**config.mk**
```make
export PLATFORM = sky130hd
export DESIGN_NAME = icache_refill_ctrl
export DESIGN_NICKNAME = d
export VERILOG_FILES = /design/src/hdl/icache_pkg.sv /design/src/hdl/icache_refill_ctrl.sv
export VERILOG_INCLUDE_DIRS = /design/src /design/src/hdl
export SDC_FILE = /design/constraint.sdc
export NUM_CORES = 1
export LEC_CHECK = 0
export ABC_AREA = 1
export BUFFER_PORTS_ARGS = -buffer_cell sky130_fd_sc_hd__buf_4
export CAP_MARGIN = 20
export CORE_ASPECT_RATIO = 1.25
export CORE_MARGIN = 4
export CORE_UTILIZATION = 34
export CTS_BUF_LIST = sky130_fd_sc_hd__clkbuf_16
export DETAILED_ROUTE_END_ITERATION = 7
export PLACE_DENSITY = 0.77
export SLEW_MARGIN = 30
export SYNTH_ARGS = -nofsm -noshare
export SYNTH_HDL_FRONTEND = slang
export SYNTH_SLANG_ARGS = --single-unit
```
**constraint.sdc**
```tcl
create_clock -name clk -period 1.9 [get_ports clk]
set_input_delay 0.475 -clock clk [delete_from_list [all_inputs] [get_ports clk]]
set_output_delay 0.475 -clock clk [all_outputs]
set_load 0.02 [all_outputs]
```
**src/hdl/icache_consts.svh**
```systemverilog
/*
 * Instruction cache geometry
 * Address split, way count, fetch/bus width and refill burst length
 * for the two-way set-associative instruction cache
 */
`ifndef ICACHE_CONSTS_SVH
`define ICACHE_CONSTS_SVH

`define IC_ADDR_W        32   // Physical address bits
`define IC_P_LINE        5    // 32-byte lines
`define IC_P_SETS        4    // 16 sets
`define IC_WAYS          2
`define IC_WORD_W        64   // Fetch word and AXI data width
`define IC_P_WORD_BYTES  3

// Derived geometry
`define IC_SETS          (1 << `IC_P_SETS)
`define IC_P_BEATS       (`IC_P_LINE - `IC_P_WORD_BYTES)
`define IC_BEATS         (1 << `IC_P_BEATS)   // ARLEN is one less
`define IC_TAG_W         (`IC_ADDR_W - `IC_P_SETS - `IC_P_LINE)

`endif

```
**src/hdl/icache_pkg.sv**
```systemverilog
/*
 * Instruction cache types
 * Address views, tag entry, RAM command and fetch word
 */
`default_nettype none

package icache_pkg;

`include "icache_consts.svh"

   typedef logic [`IC_WAYS-1:0] ic_way_vec_t;   // Hit vector or victim way

   typedef logic [`IC_WORD_W-1:0] ic_word_t;

   // Lookup view of a fetch address
   typedef struct packed {
      logic [`IC_TAG_W-1:0]        tag;
      logic [`IC_P_SETS-1:0]       set;
      logic [`IC_P_BEATS-1:0]      word;
      logic [`IC_P_WORD_BYTES-1:0] byte_off;
   } ic_addr_fields_t;

   // Bus view, line number plus offset
   typedef struct packed {
      logic [`IC_ADDR_W-`IC_P_LINE-1:0] line;
      logic [`IC_P_LINE-1:0]            offset;
   } ic_addr_line_t;

   typedef union packed {
      ic_addr_fields_t fields;
      ic_addr_line_t   line;
   } ic_addr_u;

   typedef struct packed {
      logic [`IC_TAG_W-1:0] tag;
      logic                 valid;
   } ic_tag_entry_t;

   typedef struct packed {
      logic                              ren;      // Read both RAMs
      ic_way_vec_t                       tag_we;
      logic [`IC_P_SETS-1:0]             tag_set;
      ic_tag_entry_t                     tag_wdata;
      logic [`IC_P_SETS+`IC_P_BEATS-1:0] pay_addr; // {set, word}
      ic_way_vec_t                       pay_we;
   } ic_ram_cmd_t;

endpackage

`default_nettype wire

```
**src/hdl/icache_refill_ctrl.sv**
```systemverilog
/*
 * Refill controller
 * Main FSM for boot sweep, lookup, victim replace, AXI line refill,
 * single-line invalidate and tag reload. Drives the RAM command and
 * the AXI AR/R control
 */
`timescale 1ns/1ns
`default_nettype none

`include "icache_consts.svh"

module icache_refill_ctrl (
   input  wire                            clk,
   input  wire                            i_rst_n,
   input  wire icache_pkg::ic_addr_u      i_fetch_addr,
   input  wire icache_pkg::ic_addr_u      i_s2_addr,
   input  wire                            i_s2_valid,
   input  wire icache_pkg::ic_way_vec_t   i_hit_vec,
   input  wire                            i_inv_we,
   input  wire icache_pkg::ic_addr_u      i_inv_addr,
   input  wire                            i_ar_ready,
   input  wire                            i_r_valid,
   input  wire                            i_r_last,
   output icache_pkg::ic_ram_cmd_t        o_cmd,
   output logic                           o_stall,
   output logic                           o_refilling,
   output logic                           o_reloading,
   output logic [`IC_P_BEATS-1:0]         o_beat,
   output logic                           o_r_fire,
   output logic                           o_ar_valid,
   output logic [`IC_ADDR_W-1:0]          o_ar_addr,
   output logic [7:0]                     o_ar_len,
   output logic                           o_r_ready
);

   import icache_pkg::*;

   typedef enum logic [2:0] {
      S_BOOT, S_IDLE, S_REPLACE, S_REFILL, S_INVALIDATE, S_RELOAD
   } state_t;

   state_t                state_q, state_d;
   logic [`IC_P_SETS-1:0] boot_cnt_q;
   ic_way_vec_t           clock_q;   // Rotating one-hot victim pick
   ic_way_vec_t           victim_q;
   ic_addr_u              inv_q;
   ic_addr_line_t         burst_addr;
   logic                  miss;

   assign miss = i_s2_valid && (i_hit_vec == '0);

   always_comb
   begin
      state_d = state_q;
      case (state_q)
         S_BOOT:
            if (boot_cnt_q == `IC_P_SETS'(`IC_SETS - 1))
               state_d = S_IDLE;
         S_IDLE:
            if (i_inv_we)
               state_d = S_INVALIDATE; // Wins over a pending miss
            else if (miss)
               state_d = S_REPLACE;
         S_REPLACE:
            state_d = S_REFILL;
         S_REFILL:
            if (o_r_fire && i_r_last)
               state_d = S_RELOAD;
         default:
            state_d = S_IDLE;   // Invalidate and reload take one cycle
      endcase
   end

   always_ff @(posedge clk)
   begin
      if (!i_rst_n)
      begin
         state_q    <= S_BOOT;
         boot_cnt_q <= '0;
         clock_q    <= ic_way_vec_t'(1);
         victim_q   <= ic_way_vec_t'(1);
         o_beat     <= '0;
      end
      else
      begin
         state_q <= state_d;
         clock_q <= {clock_q[`IC_WAYS-2:0], clock_q[`IC_WAYS-1]};
         if (state_q == S_BOOT)
            boot_cnt_q <= boot_cnt_q + 1'b1;
         if (state_q == S_IDLE && state_d == S_REPLACE)
            victim_q <= clock_q;
         if (state_q == S_REPLACE)
            o_beat <= '0;
         else if (o_r_fire)
            o_beat <= o_beat + 1'b1;
      end
   end

   always_ff @(posedge clk)
   begin
      if (state_q == S_IDLE && i_inv_we)
         inv_q <= i_inv_addr;
   end

   assign o_stall     = (state_q != S_IDLE) || miss;
   assign o_refilling = (state_q == S_REFILL);
   assign o_reloading = (state_q == S_RELOAD);

   // RAM command per state
   always_comb
   begin
      o_cmd          = '0;
      o_cmd.tag_set  = i_fetch_addr.fields.set;
      o_cmd.pay_addr = {i_fetch_addr.fields.set, i_fetch_addr.fields.word};
      case (state_q)
         S_BOOT:
            begin
               o_cmd.tag_we  = '1;
               o_cmd.tag_set = boot_cnt_q;
            end
         S_IDLE:
            o_cmd.ren = !o_stall;
         S_REPLACE:
            begin
               o_cmd.tag_we    = victim_q;
               o_cmd.tag_set   = i_s2_addr.fields.set;
               o_cmd.tag_wdata = '{tag: i_s2_addr.fields.tag, valid: 1'b1};
            end
         S_REFILL:
            begin
               o_cmd.pay_addr = {i_s2_addr.fields.set, o_beat};
               o_cmd.pay_we   = victim_q & {`IC_WAYS{o_r_fire}};
            end
         S_INVALIDATE:
            begin
               o_cmd.tag_we  = '1;
               o_cmd.tag_set = inv_q.fields.set;
            end
         default:
            begin
               o_cmd.ren      = 1'b1;   // Re-read tags of the held entry
               o_cmd.tag_set  = i_s2_addr.fields.set;
               o_cmd.pay_addr = {i_s2_addr.fields.set, i_s2_addr.fields.word};
            end
      endcase
   end

   // Line-aligned burst start
   always_comb
   begin
      burst_addr        = i_s2_addr.line;
      burst_addr.offset = '0;
   end

   always_ff @(posedge clk)
   begin
      if (!i_rst_n)
         o_ar_valid <= 1'b0;
      else if (state_q == S_REPLACE)
         o_ar_valid <= 1'b1;
      else if (i_ar_ready)
         o_ar_valid <= 1'b0;
   end

   always_ff @(posedge clk)
   begin
      if (state_q == S_REPLACE)
         o_ar_addr <= burst_addr;
   end

   assign o_ar_len  = 8'(`IC_BEATS - 1);
   assign o_r_ready = o_refilling;
   assign o_r_fire  = i_r_valid && o_r_ready;

endmodule

`default_nettype wire

```
==> results of run 1 <==
sequential cells by signal, indices dropped and copies added, names as in the netlist:
| register | cells |
|---|---|
| o_ar_valid | 1 |
| state_q | 3 |
| inv_q | 4 |
| victim_q | 2 |
| o_beat | 2 |
| boot_cnt_q | 4 |
| o_ar_addr | 27 |
| clock_q | 2 |
repair_timing:
item                       4_1_cts  5_1_grt
pin swaps                        0        3
resized for setup                6       14
buffers inserted                 0        2
setup endpoints to repair       29       38
hold endpoints to repair         0        0
cell usage in the layout, fill, tap and decap left out, types with 3 or more instances in the layout:
cell | Yosys | layout
nand2_2 | 1 | 3
inv_2 | 2 | 4
edfxtp_1 | 31 | 31
buf_4 | 16 | 127
nor2_4 | 2 | 5
nand3_1 | 8 | 8
a21oi_1 | 8 | 8
o21ai_0 | 11 | 9
nand4_1 | 5 | 5
nor2_1 | 38 | 35
clkbuf_16 | 0 | 5
inv_1 | 41 | 37
conb_1 | 2 | 13
nand2_1 | 56 | 54
dfxtp_1 | 14 | 11
through the flow:
stage	setup TNS [ns]	setup slack [ns]
floorplan	0	0.08911
global placement	0	0.2357
detailed placement	0	0.2133
CTS	-0.01460	-0.01183
global route	-0.2322	-0.03390
finish	0	0.04105
routing by layer:
metal	track usage, %	part of all wire (%)	vias up
li1	-	-	993
met1	15.72	38	866
met2	27.29	52	95
met3	4.026	9.4	4
met4	3.790	0.70	0
met5	0	0	-
final timing paths:
kind                                  to  slack, ns  cells past startpoint
hold / removal        inv_q[5]$_DFFE_PP_       0.37                      1
setup reg to reg  o_ar_addr[8]$_DFFE_PN_       0.38                      5
setup / recovery               o_cmd[11]       0.04                      5
hold reg to reg    clock_q[0]$_SDFF_PN1_       0.42                      2
logic make-up (layout without fill, tap and decap cells):
logic type	Yosys count	count (layout)	synth area share, %
AND/OR/NAND/NOR	114	114	22.58
AO/OA/AOI/OAI	19	19	4.516
other	2	13	0.3566
flip-flops	45	45	57.52
adder cells (fa/ha/maj)	1	1	0.5941
buffers and inverters	60	180	13.61
XOR/XNOR	2	2	0.8320
worst max-delay path: cells and delay by family, from the launching register on:
| kind | cells | cell delay, ns |
|---|---|---|
| flops | 1 | 0.37 |
| simple gates | 2 | 0.27 |
| buf+inv | 3 | 0.45 |
final cells by class:
cell class | instances | share of cell area, %
clock buffer | 5 | 3.784
clock inverter | 3 | 1.249
inverter | 43 | 5.070
multi-input combinational | 149 | 20.47
sequential | 45 | 36.81
tap | 82 | 3.103
timing repair buffer | 129 | 29.51
report_power, final:
group,leakage [nW],total [mW],internal [mW],switching (mW)
combinational,1.18,0.193,0.0949,0.0977
clock,0.0775,0.953,0.615,0.338
sequential,0.394,1.06,1.05,0.0104
total,1.65,2.21,1.76,0.446
==> impl_metrics.yaml, run 1 <==
sta:
  maxSlewViolCount: 0
  whs_ns: 0.3741
  max_freq_mhz: 537.9
  hold_viol: 0
  skew_ns: 0.003503
  rsz0062_at_grt: "yes"
  timing.final.crit_share_pct: 97.84
  setup_viol_count_final: 0
  min_period_ns: 1.859
cells_and_area:
  seq_area_um2: 1217
  area_growth_pct: 57.04
  multi_input_area_um2: 676.9
  num-fill-cells: 544
  design_area_um2: 3307
  drive_gt1_share_pct: 41.44
  final_core_util_pct: 56.09
  antenna_cells: 0
  nets: 479
  final_cells: 456
place:
  io_buffer_count: 121
  dp_hpwl_mm: 4.713
  gp_congestion: 0.8480
  post-place-cells: 446
  dpl_cell_area_um2: 3082
synth:
  synth_edf_count: 31
  syn_area_um2: 2106
  synth_largest_area_cell: "edfxtp_1"
  synth.most_common_cell: "nand2_1"
  ys_ff_latch: 45
  yosysTopAreaCellShare_pct: 44.21
  ys.flop_type: "edfxtp_1"
  yosys-top-cells-area: "edfxtp_1 (44%), dfxtp_1 (13%), nand2_1 (10%), inv_1 (7.3%), nor2_1 (6.8%)"
  ys_async_sr_fraction_pct: 0
  synth_cell_type_count: 19
  synthTopCellsByCount: "nand2_1 (56), inv_1 (41), nor2_1 (38)"
  ys_warn_count: 0
  synthCells: 243
  postSynthAreaPerCell_um2: 8.666
  synth_seq_area_share_pct: 57.52
grt:
  grt_pass1_vias: 1821
  grt_use_total_pct: 14.38
  grt.overflow.total: 0
  antenna_found_initial: 0
  grt_first_pass_wirelength_mm: 8.487
  grt_max_degree: 28
pwr:
  ir_drop_mv: 0.3354
  p_per_area_nw_per_um2: 667.9
  leakagePower_nw: 1.647
  p_total_mw: 2.209
critical_path:
  cp.arrival_ns: 1.38
  critical_path.max_fanout: 17
  max_stage_delay_ns: 0.37
  crit_path_start: "state_q[2]$_SDFF_PN0_"
  rr_startpoint: "state_q[2]$_SDFF_PN0_"
  path_class: "flip-flop to output pin"
  crit_path_start_kind: "flip-flop"
  endpoint_kind: "output pin"
  worstPathRequired_ns: 1.42
  crit_chain: "inv_4, nand3_1, buf_6, nor2_1, buf_4"
  critical-path-slowest-cell: "dfxtp_4"
clock_tree:
  numCtsBuffers: 5
  holdBufCountCts: 0
  clk_latency_ns: 0.28
  clock_path_buffers: 2
  clkTransAtPathRegs_ns: 0.06
  cts_tree: "yes"
  htreeDepth: 2
  clock-sinks: 45
  clock-root-buffer: "clkbuf_16"
route:
  drc: 0
  drtIter0Drc: 93
  num_vias: 1958
  post_drt_wl_per_cell_um: 12.45
  drt-total-wl_mm: 5.676
  drt_pre_antenna_iters: 4
  via_per_inst: 4.294
  ant_nets: 0
outcome:
  outcome: "complete, no violations"
floorplan:
  die_area_um2: 7524
  std_cell_rows: 31
  pin_count: 192
  core_area_um2: 5896
  die_w_um: 78.39
  die_y_um: 95.99
  initial_core_util_pct: 35.72
worst_hold_path:
  hp-start: "i_inv_addr[5]"
  hold_class: "primary input to flip-flop"
flow_run:
  drv_cap: 0
Note: power is estimated with default switching activity, not from simulation.
==> run 2, diff against run 1 <==
--- a/config.mk
+++ b/config.mk
@@ -15,6 +15,7 @@
 export CTS_BUF_LIST = sky130_fd_sc_hd__clkbuf_16
 export DETAILED_ROUTE_END_ITERATION = 7
 export PLACE_DENSITY = 0.77
+export SETUP_SLACK_MARGIN = 0.5
 export SLEW_MARGIN = 30
 export SYNTH_ARGS = -nofsm -noshare
 export SYNTH_HDL_FRONTEND = slang
==> impl_metrics.yaml, run 2 (same netlist as run 1, synthesis figures left out) <==
flow_run:
  drv_cap: 0
clock_tree:
  clock-sinks: 45
  htreeDepth: 2
  clock-root-buffer: "clkbuf_16"
  clock_path_buffers: 2
  clk_latency_ns: 0.28
  clkTransAtPathRegs_ns: 0.06
  numCtsBuffers: 5
  holdBufCountCts: 0
  cts_tree: "yes"
worst_hold_path:
  hold_path_depth: 1
  min_to: "inv_q[5]$_DFFE_PP_"
  hp-start: "i_inv_addr[5]"
  hold_class: "primary input to flip-flop"
cells_and_area:
  multi_input_area_um2: 963.4
  drive_gt1_share_pct: 53.21
  final_common_cell: "buf_4"
  largest_reg_flops: 27
  final_cell_mix: "buf_4 (92), nand2_1 (51), buf_6 (44)"
  area_growth_pct: 89.78
  num-fill-cells: 421
  antenna_cells: 0
  design_area_um2: 3996
  top_register: "o_ar_addr"
  reg_top3: "o_ar_addr x27, boot_cnt_q x4, inv_q x4"
  nets: 494
  final_cells: 471
  seq_area_um2: 1222
route:
  drc: 0
  via_per_inst: 4.631
  post_drt_wl_per_cell_um: 15.97
  drt-total-wl_mm: 7.521
  ant_nets: 0
  drt_pre_antenna_iters: 4
  num_vias: 2181
  drtIter0Drc: 140
grt:
  grt.overflow.total: 0
  grt_use_total_pct: 15.52
  grt_pass1_vias: 1892
  antenna_found_initial: 0
  grt_first_pass_wirelength_mm: 8.970
  grt_max_degree: 21
pwr:
  p_seq_share_pct: 47.3
  clockPowerShare_pct: 42.8
  internal_power_mw: 1.768
  p_per_area_nw_per_um2: 560.8
  leakagePower_nw: 1.827
  p_comb_share_pct: 9.9
  ir_drop_mv: 0.3854
  swShare_pct: 21.13
  p_sw_mw: 0.4735
sta:
  rsz0062_at_grt: "yes"
  hold_viol: 0
  timing.final.crit_share_pct: 98.38
  maxSlewViolCount: 0
  max_freq_mhz: 535.0
  min_period_ns: 1.869
  worst_slack_ns: 0.03081
  setup_viol_count_final: 0
  skew_ns: 0.003096
  fin_tns_setup_ns: 0
place:
  io_buffer_count: 121
  dp_hpwl_mm: 4.852
  dpl_cell_area_um2: 3128
  gp_congestion: 0.7882
  place_ws_ns: 0.1039
  post-place-cells: 444
critical_path:
  crit_path_start_kind: "flip-flop"
  worstPathRequired_ns: 1.42
  critPathBufInv: 1
  critical_path.max_fanout: 7
  rr_startpoint: "state_q[0]$_SDFF_PN0_"
  r2r_cells: 8
  crit_family: "simple AND/OR/NAND/NOR gates"
  cpMostUsedCell: "nor2_4"
  critical-path-slowest-cell: "dfxtp_4"
  max_stage_delay_ns: 0.38
  r2r-end: "o_ar_addr[22]$_DFFE_PN_"
  cp.arrival_ns: 1.39
  endpoint_kind: "output pin"
  regToRegSetupSlack_ns: 0.30
  crit_chain: "nor2_4, nor2_4, nor2_4, nand2_1, nand2_1, buf_6"
  path_class: "flip-flop to output pin"
floorplan:
  die_w_um: 78.39
  pin_count: 192
  initial_core_util_pct: 35.72
  die_y_um: 95.99
  core_area_um2: 5896
  std_cell_rows: 31
  die_area_um2: 7524
outcome:
  outcome: "complete, no violations"
## run 2: changes by cell type in the layout (fill, tap and decap cells not counted), sizes merged
cell    previous run  this run
buf              129       142
clkbuf             5         7
## run 2: worst max-delay path by stage
stage	startpoint	to	depth (start not counted)
global placement	state_q[2]$_SDFF_PN0_	o_cmd[23]	5
global route	state_q[1]$_SDFF_PN0_	o_cmd[6]	6
floorplan	state_q[2]$_SDFF_PN0_	o_cmd[8]	5
CTS	state_q[0]$_SDFF_PN0_	o_cmd[3]	6
detailed placement	state_q[1]$_SDFF_PN0_	o_cmd[3]	6
finish	state_q[1]$_SDFF_PN0_	o_cmd[4]	6
## run 2: repair_timing
item | 4_1_cts | 5_1_grt
resized for setup | 35 | 92
setup buffers | 8 | 8
endpoints found under the hold margin | 0 | 0
pin swaps | 5 | 5
cloned | 1 | 2
endpoints found under the setup margin | 66 | 66
## run 2: final cells by class
type	instances	area share, %
clock buffers	5	3.131
clock inverters	3	1.033
inverters	43	4.571
multi-input cells	149	24.11
well taps	82	2.567
repair buffers	144	34.00
flip-flops and latches	45	30.59
## run 2: power by group through the flow
| stage | clock network (mW) | registers [mW] | logic, mW |
|---|---|---|---|
| 4_1_cts | 0.968 | 1.06 | 0.201 |
| 5_1_grt | 1.01 | 1.06 | 0.238 |
| 6_report | 0.960 | 1.06 | 0.222 |
| 3_5_place_dp | 0 | 1.08 | 0.195 |
| 3_3_place_gp | 0 | 1.08 | 0.190 |
| 2_1_floorplan | 0 | 1.08 | 0.100 |
## run 2: per-layer routing
layer	share of wire (%)	GRT usage [%]
met1	34	15.31
met2	55	29.29
met3	8.5	5.431
met4	2.3	6.851
met5	0	0
## run 2: worst register-to-register path, stage by stage, from the launching register on
cell and delay [ns]:
dfxtp_4 0.39, inv_8 0.10, nand3_4 0.12, buf_6 0.14, buf_6 0.11, clkinvlp_4 0.07, buf_6 0.14, buf_6 0.12
clkbuf_16 0.13
## run 2: metrics by stage
stage	util [%]	hold WS, ns	total power, mW
floorplan	-	0.3915	1.182
global placement	53.06	0.4031	1.273
detailed placement	53.06	0.4061	1.278
CTS	59.57	0.3683	2.228
global route	67.78	0.3632	2.306
finish	67.78	0.3674	2.241
