===== src/hdl/icache_consts.svh =====
/*
 * Instruction cache geometry
 * Address split, way count, fetch/bus width and refill burst length
 * for the two-way set-associative instruction cache
 */
`ifndef ICACHE_CONSTS_SVH
`define ICACHE_CONSTS_SVH

`define IC_ADDR_W        32   // Physical address bits
`define IC_P_LINE        5    // 32-byte lines
`define IC_P_SETS        4    // 16 sets
`define IC_WAYS          2
`define IC_WORD_W        64   // Fetch word and AXI data width
`define IC_P_WORD_BYTES  3

// Derived geometry
`define IC_SETS          (1 << `IC_P_SETS)
`define IC_P_BEATS       (`IC_P_LINE - `IC_P_WORD_BYTES)
`define IC_BEATS         (1 << `IC_P_BEATS)   // ARLEN is one less
`define IC_TAG_W         (`IC_ADDR_W - `IC_P_SETS - `IC_P_LINE)

`endif


===== src/hdl/icache_pkg.sv =====
/*
 * Instruction cache types
 * Address views, tag entry, RAM command and fetch word
 */
`default_nettype none

package icache_pkg;

`include "icache_consts.svh"

   typedef logic [`IC_WAYS-1:0] ic_way_vec_t;   // Hit vector or victim way

   typedef logic [`IC_WORD_W-1:0] ic_word_t;

   // Lookup view of a fetch address
   typedef struct packed {
      logic [`IC_TAG_W-1:0]        tag;
      logic [`IC_P_SETS-1:0]       set;
      logic [`IC_P_BEATS-1:0]      word;
      logic [`IC_P_WORD_BYTES-1:0] byte_off;
   } ic_addr_fields_t;

   // Bus view, line number plus offset
   typedef struct packed {
      logic [`IC_ADDR_W-`IC_P_LINE-1:0] line;
      logic [`IC_P_LINE-1:0]            offset;
   } ic_addr_line_t;

   typedef union packed {
      ic_addr_fields_t fields;
      ic_addr_line_t   line;
   } ic_addr_u;

   typedef struct packed {
      logic [`IC_TAG_W-1:0] tag;
      logic                 valid;
   } ic_tag_entry_t;

   typedef struct packed {
      logic                              ren;      // Read both RAMs
      ic_way_vec_t                       tag_we;
      logic [`IC_P_SETS-1:0]             tag_set;
      ic_tag_entry_t                     tag_wdata;
      logic [`IC_P_SETS+`IC_P_BEATS-1:0] pay_addr; // {set, word}
      ic_way_vec_t                       pay_we;
   } ic_ram_cmd_t;

endpackage

`default_nettype wire


===== src/hdl/icache_tag_lookup.sv =====
/*
 * Tag lookup stage
 * One tag/valid RAM per way with synchronous read, the stage address
 * and valid registers, and the per-way hit compare
 */
`timescale 1ns/1ns
`default_nettype none

`include "icache_consts.svh"

module icache_tag_lookup (
   input  wire                            clk,
   input  wire                            i_rst_n,
   input  wire                            i_fetch_valid,
   input  wire icache_pkg::ic_addr_u      i_fetch_addr,
   input  wire icache_pkg::ic_ram_cmd_t   i_cmd,
   input  wire                            i_advance,
   output icache_pkg::ic_addr_u           o_s2_addr,
   output logic                           o_s2_valid,
   output icache_pkg::ic_way_vec_t        o_hit_vec
);

   import icache_pkg::*;

   ic_tag_entry_t tag_dout [`IC_WAYS];

   for (genvar w = 0; w < `IC_WAYS; w++)
   begin : g_way
      ic_tag_entry_t tag_mem [`IC_SETS];
      ic_tag_entry_t rd_q;

      always_ff @(posedge clk)
      begin
         if (i_cmd.tag_we[w])
            tag_mem[i_cmd.tag_set] <= i_cmd.tag_wdata;
         else if (i_cmd.ren)
            rd_q <= tag_mem[i_cmd.tag_set]; // Holds while pipeline is stalled
      end

      assign tag_dout[w] = rd_q;
   end

   always_ff @(posedge clk)
   begin
      if (!i_rst_n)
         o_s2_valid <= 1'b0;
      else if (i_advance)
         o_s2_valid <= i_fetch_valid;
   end

   always_ff @(posedge clk)
   begin
      if (i_advance)
         o_s2_addr <= i_fetch_addr;
   end

   // Compare against the address that was read
   always_comb
   begin
      for (int w = 0; w < `IC_WAYS; w++)
         o_hit_vec[w] = tag_dout[w].valid && (tag_dout[w].tag == o_s2_addr.fields.tag);
   end

endmodule

`default_nettype wire


===== config.mk =====
export PLATFORM = sky130hd
export DESIGN_NAME = icache_tag_lookup
export DESIGN_NICKNAME = d
export VERILOG_FILES = /design/src/hdl/icache_pkg.sv /design/src/hdl/icache_tag_lookup.sv
export VERILOG_INCLUDE_DIRS = /design/src /design/src/hdl
export SDC_FILE = /design/constraint.sdc
export NUM_CORES = 1
export LEC_CHECK = 0
export BUFFER_PORTS_ARGS = -buffer_cell sky130_fd_sc_hd__buf_2
export CORE_UTILIZATION = 65
export CTS_CLUSTER_DIAMETER = 100
export DETAILED_ROUTE_END_ITERATION = 8
export HOLD_SLACK_MARGIN = 0.12
export PLACE_DENSITY = 0.81
export SKIP_LAST_GASP = 1
export SLEW_MARGIN = 30
export SYNTH_ARGS = -nofsm -noshare
export SYNTH_HDL_FRONTEND = slang
export SYNTH_SLANG_ARGS = --single-unit

===== constraint.sdc =====
create_clock -name clk -period 6.4 [get_ports clk]
set_clock_uncertainty 0.15 [all_clocks]
set_input_delay 0.32 -clock clk [delete_from_list [all_inputs] [get_ports clk]]
set_output_delay 0.32 -clock clk [all_outputs]
set_load 0.005 [all_outputs]

==> out/results.tsv, run 1 <==
stage	metric	value	unit
logic_synthesis	syn-cell-area	31800	um2
logic_synthesis	syn-num-nets	1444	
global_route	grt_pass1_wl	116000	um
logic_synthesis	synth-xor-area-share	1.27	%
clock_network	cts.sinks	849	
logic_synthesis	synthMuxAreaShare	13.6	%
setup_path	arrival	2.76	ns
final_layout	layout_common_cells	848 x edfxtp_1, 192 x mux4_2, 99 x buf_2	
timing	finalHoldViolCount	0	
setup_path	crit_type	reg2out	
timing	worst_slew_pin_slew	1.02	ns
die	core_area	48000	um2
logic_synthesis	synth_warnings	0	
timing	fin_setup_tns	0	ns
logic_synthesis	synth_top_family_by_area	multiplexers	
clock_network	post_cts_resize_count	0	
clock_network	clkLatencyLatePin	0.64	ns
power	leakage	11.8	nW
routing	viasPerCell	7.17	
timing	hold_slack	0.151	ns
clock_network	clk_pin_slew	0.08	ns
logic_synthesis	synth_cell_type_count	22	
power	ir_worst_vdd	231	uV
hold_path	hold_class	in2reg	
clock_network	post_cts_buffers	0	
die	num_rows	80	
routing	routed_wl	80400	um
final_layout	multi_input_area	6100	um2
global_route	grt_pass1_vias	17112	
final_layout	filler_cell_count	2283	
final_layout	final_common_cell	edfxtp_1	
logic_synthesis	ys_seq_area_share	80.0	%
final_layout	final_util	76.0	%
final_layout	drive_gt1_share	29.3	%
setup_path	cp.required	5.93	ns
final_layout	syn_to_final_growth	14.7	%
routing	dr_total_vias	16222	
die	initial_core_util	66.3	%
logic_synthesis	ys_seq_elements	849	
clock_network	cts-root-buf	clkbuf_16	
die	ioPinCount	110	
logic_synthesis	synth-adder-area-share	0	%
setup_path	crit_path_end_kind	output pin	
routing	wire_per_inst	35.6	um
global_route	grt_usage	33.4	%
hold_path	hold_depth	1	
timing	relSlewSlack	32.2	%
setup_path	worstPathMaxFanout	3	
final_layout	register_area	25500	um2
timing	period_share	50.5	%
placed_design	io_buffers	101	
routing	remaining_drc_errors	0	
global_route	grt_start_max_net_pins	98	
power	powerDensity	323	nW/um2
clock_network	htreeDepth	3	
global_route	antenna_found_initial	1	
routing	drt-pass1-iter-count	6	
placed_design	dp_hpwl	37500	um
setup_path	cp-start-kind	flip-flop	
timing	maxSlewViolCount	0	
clock_network	ctsHoldBuffers	58	
flow_run	drv_cap	0	
timing	post-route-min-period	3.23	ns
die	die_h	223	um
clock_network	cts_buffers	81	
timing	fmax	0.309	GHz
setup_path	reg2reg_depth	3	
placed_design	gp_congestion	0.795	
timing	rsz0062_at_grt	false	
die	die_area	49900	um2
clock_network	clockBufferDepth	3	
routing	drt-initial-drc-count	2316	
logic_synthesis	syn_area_per_cell	23.3	um2
setup_path	ff2ff_setup_slack	4.62	ns
final_layout	fin_cells	2262	
logic_synthesis	synthCells	1369	
final_layout	layout.nets	1661	
logic_synthesis	synth_compound_area_share	2.26	%
timing	setup_viol	0	
die	die_w	223	um
placed_design	dpl.cell_count	2059	
clock_network	tritoncts	built	
logic_synthesis	synth-simple-area-share	1.60	%
global_route	grt-ovfl-total	0	
routing	ant_nets	0	
outcome	outcome	completed	
==> worst max-delay path, cell delays in order (launching register included) <==
cell	delay (ns)
edfxtp_1	0.55
xor2_1	0.26
nor4_1	0.43
nand4_1	0.23
nor3_1	0.46
buf_2	0.21
==> state kept, by name (all words and copies together) (netlist names) <==
register / count
g_way.rd_q: 48
g_way.tag_mem: 768
o_s2_addr: 32
o_s2_valid: 1
==> routing by layer <==
layer  global-route usage (%)  routed length [um]  vias to the layer above
met5                        0                  10                        -
met4                     15.2                3470                        2
met3                     8.55               10100                      252
met2                     54.2               39600                     1403
met1                     43.3               27200                     8341
li1                         -                   -                     6224
==> synth_stat cells, drive strengths merged <==
master	instances	area share [%]
or2	1	0.020
nor4	8	0.16
a22oi	96	2.3
xor2	32	0.88
nand3	2	0.031
nor3	2	0.031
dfxtp	1	0.063
xnor2	14	0.39
mux4	192	14
edfxtp	848	80
clkbuf	25	0.29
mux2i	1	0.031
nand4	6	0.12
nand2b	2	0.039
and2	1	0.020
nor2	34	0.40
nor2b	7	0.14
buf	42	0.92
nand2	55	0.65
==> metrics by stage <==
stage / instance area (um2) / setup WS [ns] / power, W
2_1_floorplan: 31800 / 3.71 / 0.00674
3_3_place_gp: 33200 / 3.21 / 0.00696
3_5_place_dp: 33300 / 3.17 / 0.00699
4_1_cts: 36500 / 3.25 / 0.0118
5_1_grt: 36500 / 3.14 / 0.0120
6_report: 36500 / 3.17 / 0.0118
==> layout make-up <==
type	count	share of cell area [%]
clock inverter	45	1.16
multi-input combinational	453	16.7
timing repair buffer	201	4.21
clock buffer	98	6.02
antenna	1	0.00685
tap	615	2.11
sequential	849	69.8
==> worst paths after layout <==
| kind | startpoint | end |
|---|---|---|
| max | o_s2_addr[24]$_DFFE_PP_ | o_hit_vec[1] |
| min | i_advance | o_s2_addr[23]$_DFFE_PP_ |
| max reg2reg | g_way[0].tag_mem[3][18]$_DFFE_PP_ | g_way[0].rd_q[18]$_DFFE_PP_ |
| min reg2reg | g_way[1].tag_mem[14][20]$_DFFE_PP_ | g_way[1].rd_q[20]$_DFFE_PP_ |
==> kinds of logic (layout without fill, tap and decap cells) <==
group,count (synthesis),in the layout
AND/OR/NAND/NOR,118,118
other,0,1
XOR/XNOR,46,46
AO/OA/AOI/OAI,96,96
multiplexers,193,193
flip-flops,849,849
buffers and inverters,67,344
==> where the power goes <==
part | internal (W) | switching [W] | total (W)
clock network | 0.00276 | 0.00209 | 0.00485
registers | 0.00627 | 0.0000811 | 0.00635
logic | 0.000242 | 0.000365 | 0.000607
total | 0.00927 | 0.00254 | 0.0118
Note: power is estimated with default switching activity, not from simulation.
==> inputs of run 2 (changes only) <==
- CORE_UTILIZATION: 65 -> 55
- PLACE_DENSITY: 0.81 -> 0.73
- clock period: 6.4 -> 2.67 ns (I/O delays scaled with it)
==> out/results.tsv, run 2 (synthesis gave the netlist of run 1 again) <==
stage	metric	value	unit	change
outcome	outcome	completed		unchanged
routing	remaining_drc_errors	0		unchanged
clock_network	cts-root-buf	clkbuf_16		unchanged
setup_path	rr_endpoint	g_way[0].rd_q[12]$_DFFE_PP_		was g_way[0].rd_q[18]$_DFFE_PP_
setup_path	cp.required	2.39	ns	was 5.93 ns
final_layout	reg_top3	g_way.tag_mem (768), g_way.rd_q (48), o_s2_addr (32)		unchanged
setup_path	rr_startpoint	g_way[0].tag_mem[9][12]$_DFFE_PP_		was g_way[0].tag_mem[3][18]$_DFFE_PP_
final_layout	num_antenna_cells	0		was 1
routing	ant_nets	0		unchanged
placed_design	placed_area	34200	um2	was 33,300 um2
power	leakage	12.5	nW	was 11.8 nW
placed_design	dp_hpwl	43800	um	was 37,500 um
final_layout	syn_to_final_growth	19.8	%	was 14.7%
routing	wire_per_inst	30.4	um	was 35.6 um
placed_design	gp_congestion	0.827		was 0.795
setup_path	cp-startpoint	o_s2_addr[17]$_DFFE_PP_		was o_s2_addr[24]$_DFFE_PP_
final_layout	fin_area	38100	um2	was 36,500 um2
die	die_area	58900	um2	was 49,900 um2
setup_path	reg2reg_depth	3		unchanged
global_route	grt_start_max_net_pins	42		was 98
clock_network	clkLatencyLatePin	0.64	ns	about the same
global_route	antenna_found_initial	4		was 1
die	die_h	243	um	was 223 um
die	core_area	56800	um2	was 48,000 um2
routing	drt-initial-drc-count	1809		was 2,316
final_layout	layout_common_cells	848 x edfxtp_1, 192 x mux4_2, 98 x buf_2		was 848 x edfxtp_1, 192 x mux4_2, 99 x buf_2
timing	period_share	98.2	%	
power	powerDensity	757	nW/um2	was 323 nW/um2
clock_network	clk_pin_slew	0.06	ns	was 0.08 ns
die	ioPinCount	110		unchanged
timing	post-route-min-period	2.62	ns	
clock_network	htreeDepth	3		unchanged
timing	fmax	0.381	GHz	
hold_path	hold_class	in2reg		unchanged
setup_path	arrival	2.34	ns	was 2.76 ns
final_layout	largest_reg_flops	768		unchanged
flow_run	drv_cap	0		unchanged
routing	routed_wl	76600	um	was 80,400 um
routing	drt-pass1-iter-count	5		was 6
global_route	grt_pass1_wl	112000	um	was 116,000 um
clock_network	cts.sinks	849		unchanged
placed_design	io_buffers	101		unchanged
timing	setup_viol	0		unchanged
routing	viasPerCell	6.32		was 7.17
global_route	grt_pass1_vias	16459		was 17,112
timing	hold_slack	0.164	ns	was 0.151 ns
routing	dr_total_vias	15921		was 16,222
timing	finalHoldViolCount	0		unchanged
final_layout	final_common_cell	edfxtp_1		unchanged
global_route	grt_usage	26.7	%	was 33.4%
setup_path	cp-start-kind	flip-flop		unchanged
final_layout	filler_cell_count	3467		was 2,283
setup_path	worstPathMaxFanout	3		unchanged
die	initial_core_util	56.0	%	was 66.3%
final_layout	drive_gt1_share	32.4	%	was 29.3%
global_route	grt-ovfl-total	0		unchanged
clock_network	clockBufferDepth	3		unchanged
clock_network	tritoncts	built		unchanged
timing	rsz0062_at_grt	true		was false
clock_network	cts_buffers	84		was 81
setup_path	setup.worst_path.end	o_hit_vec[1]		unchanged
final_layout	largest_register	g_way.tag_mem		unchanged
power	ir_worst_vdd	613	uV	was 231 uV
setup_path	ff2ff_setup_slack	0.92	ns	was 4.62 ns
timing	relSlewSlack	51.7	%	was 32.2%
timing	maxSlewViolCount	0		unchanged
timing	worst_slew_pin_slew	0.725	ns	was 1.02 ns
die	die_w	243	um	was 223 um
setup_path	crit_type	reg2out		unchanged
final_layout	layout.nets	1770		was 1,661
setup_path	crit_path_end_kind	output pin		unchanged
die	num_rows	87		was 80
run 2: changes by cell type in the layout (fill, tap and decap cells not counted), moves of 6 or more:
cell | before | now
dlygate4sd3_1 | 58 | 95
nor2_2 | 27 | 0
buf_4 | 35 | 88
clkbuf_1 | 12 | 18
clkinv_2 | 8 | 14
nor2_4 | 6 | 33
clkinv_1 | 22 | 14
buf_12 | 1 | 21
run 2: timing repair:
item,CTS,global route
pin swaps,1,3
endpoints found under the hold margin,885,0
cloned,0,0
hold buffers,95,0
setup buffers,2,7
gates resized for setup,2,8
setup endpoints to repair,2,2
run 2: metrics by stage:
stage	setup TNS [ns]	setup WS (ns)	cells	total power (W)	util (%)
after CTS	0	0.00222	2512	0.0290	67.0
after global routing	-0.0318	-0.0181	2519	0.0297	67.1
after floorplan	0	0.166	1369	0.0162	-
after detailed placement	0	0.418	2261	0.0169	60.2
after global placement	0	0.450	2261	0.0168	60.2
final	0	0.0468	2519	0.0289	67.1
run 2: layer usage:
layer	global-route usage [%]	wire [um]
met5	0	17
met4	8.53	2270
met3	4.57	6810
met2	43.5	38100
met1	37.3	29400
run 2: worst max-delay path, stage by stage (launching register included):
cell      delay, ns
edfxtp_1       0.39
buf_6          0.16
xor2_2         0.21
nor4_2         0.23
nand4_1        0.21
nor3_2         0.21
buf_6          0.18
buf_6          0.10
run 2: how the worst min path moves through the flow:
stage / cells after the start / to / slack, ns / startpoint
finish: 4 / g_way[1].rd_q[2]$_DFFE_PP_ / 0.16 / i_cmd[34]
global route: 4 / g_way[1].rd_q[2]$_DFFE_PP_ / 0.15 / i_cmd[34]
CTS: 4 / g_way[1].rd_q[6]$_DFFE_PP_ / 0.13 / i_cmd[34]
detailed placement: 1 / o_s2_addr[10]$_DFFE_PP_ / 0.16 / i_fetch_addr[10]
global placement: 1 / o_s2_addr[27]$_DFFE_PP_ / 0.16 / i_fetch_addr[27]
floorplan: 0 / g_way[0].tag_mem[0][0]$_DFFE_PP_ / 0.08 / i_cmd[8]
run 2: power breakdown:
| part | internal (W) | switching, W |
|---|---|---|
| Clock | 0.00715 | 0.00495 |
| Combinational | 0.000692 | 0.000910 |
| Sequential | 0.0150 | 0.000149 |
run 2: cell type report:
type / count / area (um2) / area share, %
sequential: 849 / 25500 / 66.8
clock buffer: 103 / 2190 / 5.75
tap: 756 / 946 / 2.48
timing repair buffer: 307 / 2580 / 6.78
clock inverter: 51 / 657 / 1.72
multi-input combinational: 453 / 6280 / 16.5
==> inputs of run 3 (changes only) <==
- GPL_TIMING_DRIVEN: not set -> 0
==> out/results.tsv, run 3 (synthesis gave the netlist of run 1 again) <==
stage	metric	value	unit	change
setup_path	slowest_delay	0.46	ns	was 0.39 ns
final_layout	layout_common_cells	848 x edfxtp_1, 192 x mux4_2, 121 x buf_2		was 848 x edfxtp_1, 192 x mux4_2, 98 x buf_2
setup_path	rr_startpoint	g_way[1].tag_mem[7][19]$_DFFE_PP_		was g_way[0].tag_mem[9][12]$_DFFE_PP_
flow_run	drv_cap	0		unchanged
die	num_rows	87		unchanged
hold_path	hold_start	i_fetch_valid		was i_cmd[34]
hold_path	hold_class	in2reg		unchanged
clock_network	cts.sinks	849		unchanged
routing	drt-pass1-iter-count	7		was 5
final_layout	syn_to_final_growth	19.4	%	was 19.8%
power	powerDensity	739	nW/um2	was 757 nW/um2
clock_network	cts-root-buf	clkbuf_16		unchanged
setup_path	rr_endpoint	g_way[1].rd_q[19]$_DFFE_PP_		was g_way[0].rd_q[12]$_DFFE_PP_
power	power_frac_clock	39.9	%	was 41.9%
routing	ant_nets	0		unchanged
die	core_area	56800	um2	unchanged
setup_path	path_cells	xor2_1 > nor4_2 > nand4_1 > nor3_4 > buf_2		was buf_6 > xor2_2 > nor4_2 > nand4_1 > nor3_2 > buf_6 > buf_6
routing	remaining_drc_errors	0		unchanged
timing	setup_viol	1		was 0
timing	period_share	100	%	was 98.2%
placed_design	io_buffers	99		was 101
global_route	grt_pass1_vias	16449		was 16,459
die	die_area	58900	um2	unchanged
global_route	grt_usage	27.7	%	was 26.7%
power	p_sw	0.00599	W	was 0.00601 W
timing	worst_slew_pin_slew	0.972	ns	was 0.725 ns
final_layout	drive_gt1_share	29.9	%	was 32.4%
setup_path	ff2ff_setup_slack	0.67	ns	was 0.92 ns
global_route	grt_pass1_wl	115000	um	was 112,000 um
timing	post-route-min-period	2.67	ns	was 2.62 ns
outcome	violations	negative setup slack		
power	total_power	0.0281	W	was 0.0289 W
hold_path	min_to	o_s2_valid$_SDFFE_PN0P_		was g_way[1].rd_q[2]$_DFFE_PP_
global_route	grtUsageMet3	6.24	%	was 4.57%
placed_design	place_ws	-0.403	ns	was 0.418 ns
final_layout	largest_register	g_way.tag_mem		unchanged
routing	viasPerCell	6.43		was 6.32
power	power.internal	0.0221	W	was 0.0229 W
clock_network	clk_pin_slew	0.07	ns	was 0.06 ns
final_layout	largest_reg_flops	768		unchanged
timing	finalHoldViolCount	0		unchanged
final_layout	final_util	66.9	%	was 67.1%
power	ir_worst_vdd	485	uV	was 613 uV
clock_network	clkLatencyLatePin	0.64	ns	about the same
hold_path	hold_depth	4		unchanged
setup_path	reg2reg_depth	3		unchanged
routing	routed_wl	79800	um	was 76,600 um
die	ioPinCount	110		unchanged
clock_network	htreeDepth	3		unchanged
global_route	grt-ovfl-total	0		unchanged
global_route	use_met2	43.4	%	was 43.5%
global_route	grt_start_max_net_pins	34		was 42
setup_path	arrival	2.39	ns	was 2.34 ns
die	initial_core_util	56.0	%	unchanged
clock_network	clockBufferDepth	3		unchanged
timing	fmax	0.374	GHz	was 0.381 GHz
routing	wire_per_inst	31.8	um	was 30.4 um
setup_path	crit_path_end_kind	output pin		unchanged
final_layout	reg_top3	g_way.tag_mem (768), g_way.rd_q (48), o_s2_addr (32)		unchanged
die	die_w	243	um	unchanged
timing	rsz0062_at_grt	true		unchanged
routing	dr_total_vias	16155		was 15,921
global_route	antenna_found_initial	4		unchanged
placed_design	dp_hpwl	48400	um	was 43,800 um
power	combPwrFrac	6.1	%	was 5.5%
global_route	grt.busiest_layer	met2		unchanged
setup_path	cp-start-kind	flip-flop		unchanged
timing	fin_ws	-0.000722	ns	was 0.0468 ns
setup_path	critPathSlowestCell	edfxtp_1		unchanged
setup_path	worstPathMaxFanout	2		was 3
timing	relSlewSlack	35.2	%	was 51.7%
global_route	grt_use_met1	39.0	%	was 37.3%
clock_network	tritoncts	built		unchanged
final_layout	layout.nets	1768		was 1,770
routing	drt-initial-drc-count	2268		was 1,809
outcome	outcome	complete, but fails checks		was completed
setup_path	crit_type	reg2out		unchanged
placed_design	gp_congestion	0.866		was 0.827
final_layout	final_common_cell	edfxtp_1		unchanged
power	p_seq_share	54.0	%	was 52.5%
die	die_h	243	um	unchanged
clock_network	cts_buffers	80		was 84
timing	maxSlewViolCount	0		unchanged
power	swShare	21.3	%	was 20.8%
setup_path	cp.required	2.39	ns	about the same
power	leakage	12.3	nW	was 12.5 nW
-- run 3: cell types whose count changed in the layout (fill, tap and decap cells not counted), moves of 10 or more --
cell / change
buf_12: -20
buf_16: +26
buf_2: +23
buf_4: -72
buf_6: +10
clkbuf_1: +23
-- run 3: worst max-delay path by stage --
stage | from | endpoint | slack, ns | cells past startpoint
after global placement | i_cmd[33] | g_way[0].tag_mem[9][10]$_DFFE_PP_ | -1.53 | 6
after CTS | o_s2_addr[18]$_DFFE_PP_ | o_hit_vec[1] | -0.03 | 5
final | o_s2_addr[24]$_DFFE_PP_ | o_hit_vec[1] | -0.0007 | 5
after detailed placement | i_cmd[33] | g_way[0].rd_q[13]$_DFFE_PP_ | -0.40 | 6
after floorplan | i_cmd[33] | g_way[0].tag_mem[10][0]$_DFFE_PP_ | 0.17 | 6
after global routing | o_s2_addr[31]$_DFFE_PP_ | o_hit_vec[1] | -0.12 | 5
-- run 3: area by class of cell --
class / instances / area [um2]
sequential: 849 / 25500
fill: 3376 / 18800
multi-input combinational: 453 / 6250
timing repair buffer: 242 / 2390
clock buffer: 101 / 2190
tap: 756 / 946
buffer: 67 / 389
clock inverter: 43 / 363
antenna: 1 / 2.50
-- run 3: worst max-delay path, delay by kind of cell, from the launching register on --
family	cells	cell delay [ns]
xor+xnor	1	0.20
flops	1	0.46
buf+inv	1	0.21
simple gates	3	0.90
-- run 3: power groups by stage --
stage | Sequential [W] | Combinational [W] | Clock [W]
final | 0.0152 | 0.00172 | 0.0112
after global routing | 0.0152 | 0.00179 | 0.0118
after floorplan | 0.0154 | 0.000773 | 0
after detailed placement | 0.0154 | 0.00152 | 0
after global placement | 0.0154 | 0.00138 | 0
after CTS | 0.0152 | 0.00168 | 0.0112
-- run 3: timing repair --
item | 4_1_cts | 5_1_grt
hold buffers | 96 | 0
resized for setup | 1 | 3
pin swaps | 7 | 3
buffers inserted | 10 | 3
hold endpoints to repair | 881 | 0
setup endpoints to repair | 1 | 2
-- run 3: through the flow --
stage	TNS (ns)	hold WS, ns	instances	cell area, um2
4_1_cts	-0.0298	0.154	2508	38000
2_1_floorplan	0	0.0824	1369	31800
5_1_grt	-0.118	0.297	2512	38000
6_report	-0.000722	0.240	2512	38000
3_3_place_gp	-909.93	0.162	2224	33300
3_5_place_dp	-72.40	0.162	2258	34400
-- run 3: metal layers --
layer	share of wire (%)	wire (um)
met5	0.021	17
met4	3.1	2440
met3	11	9160
met2	48	38200
met1	38	30100
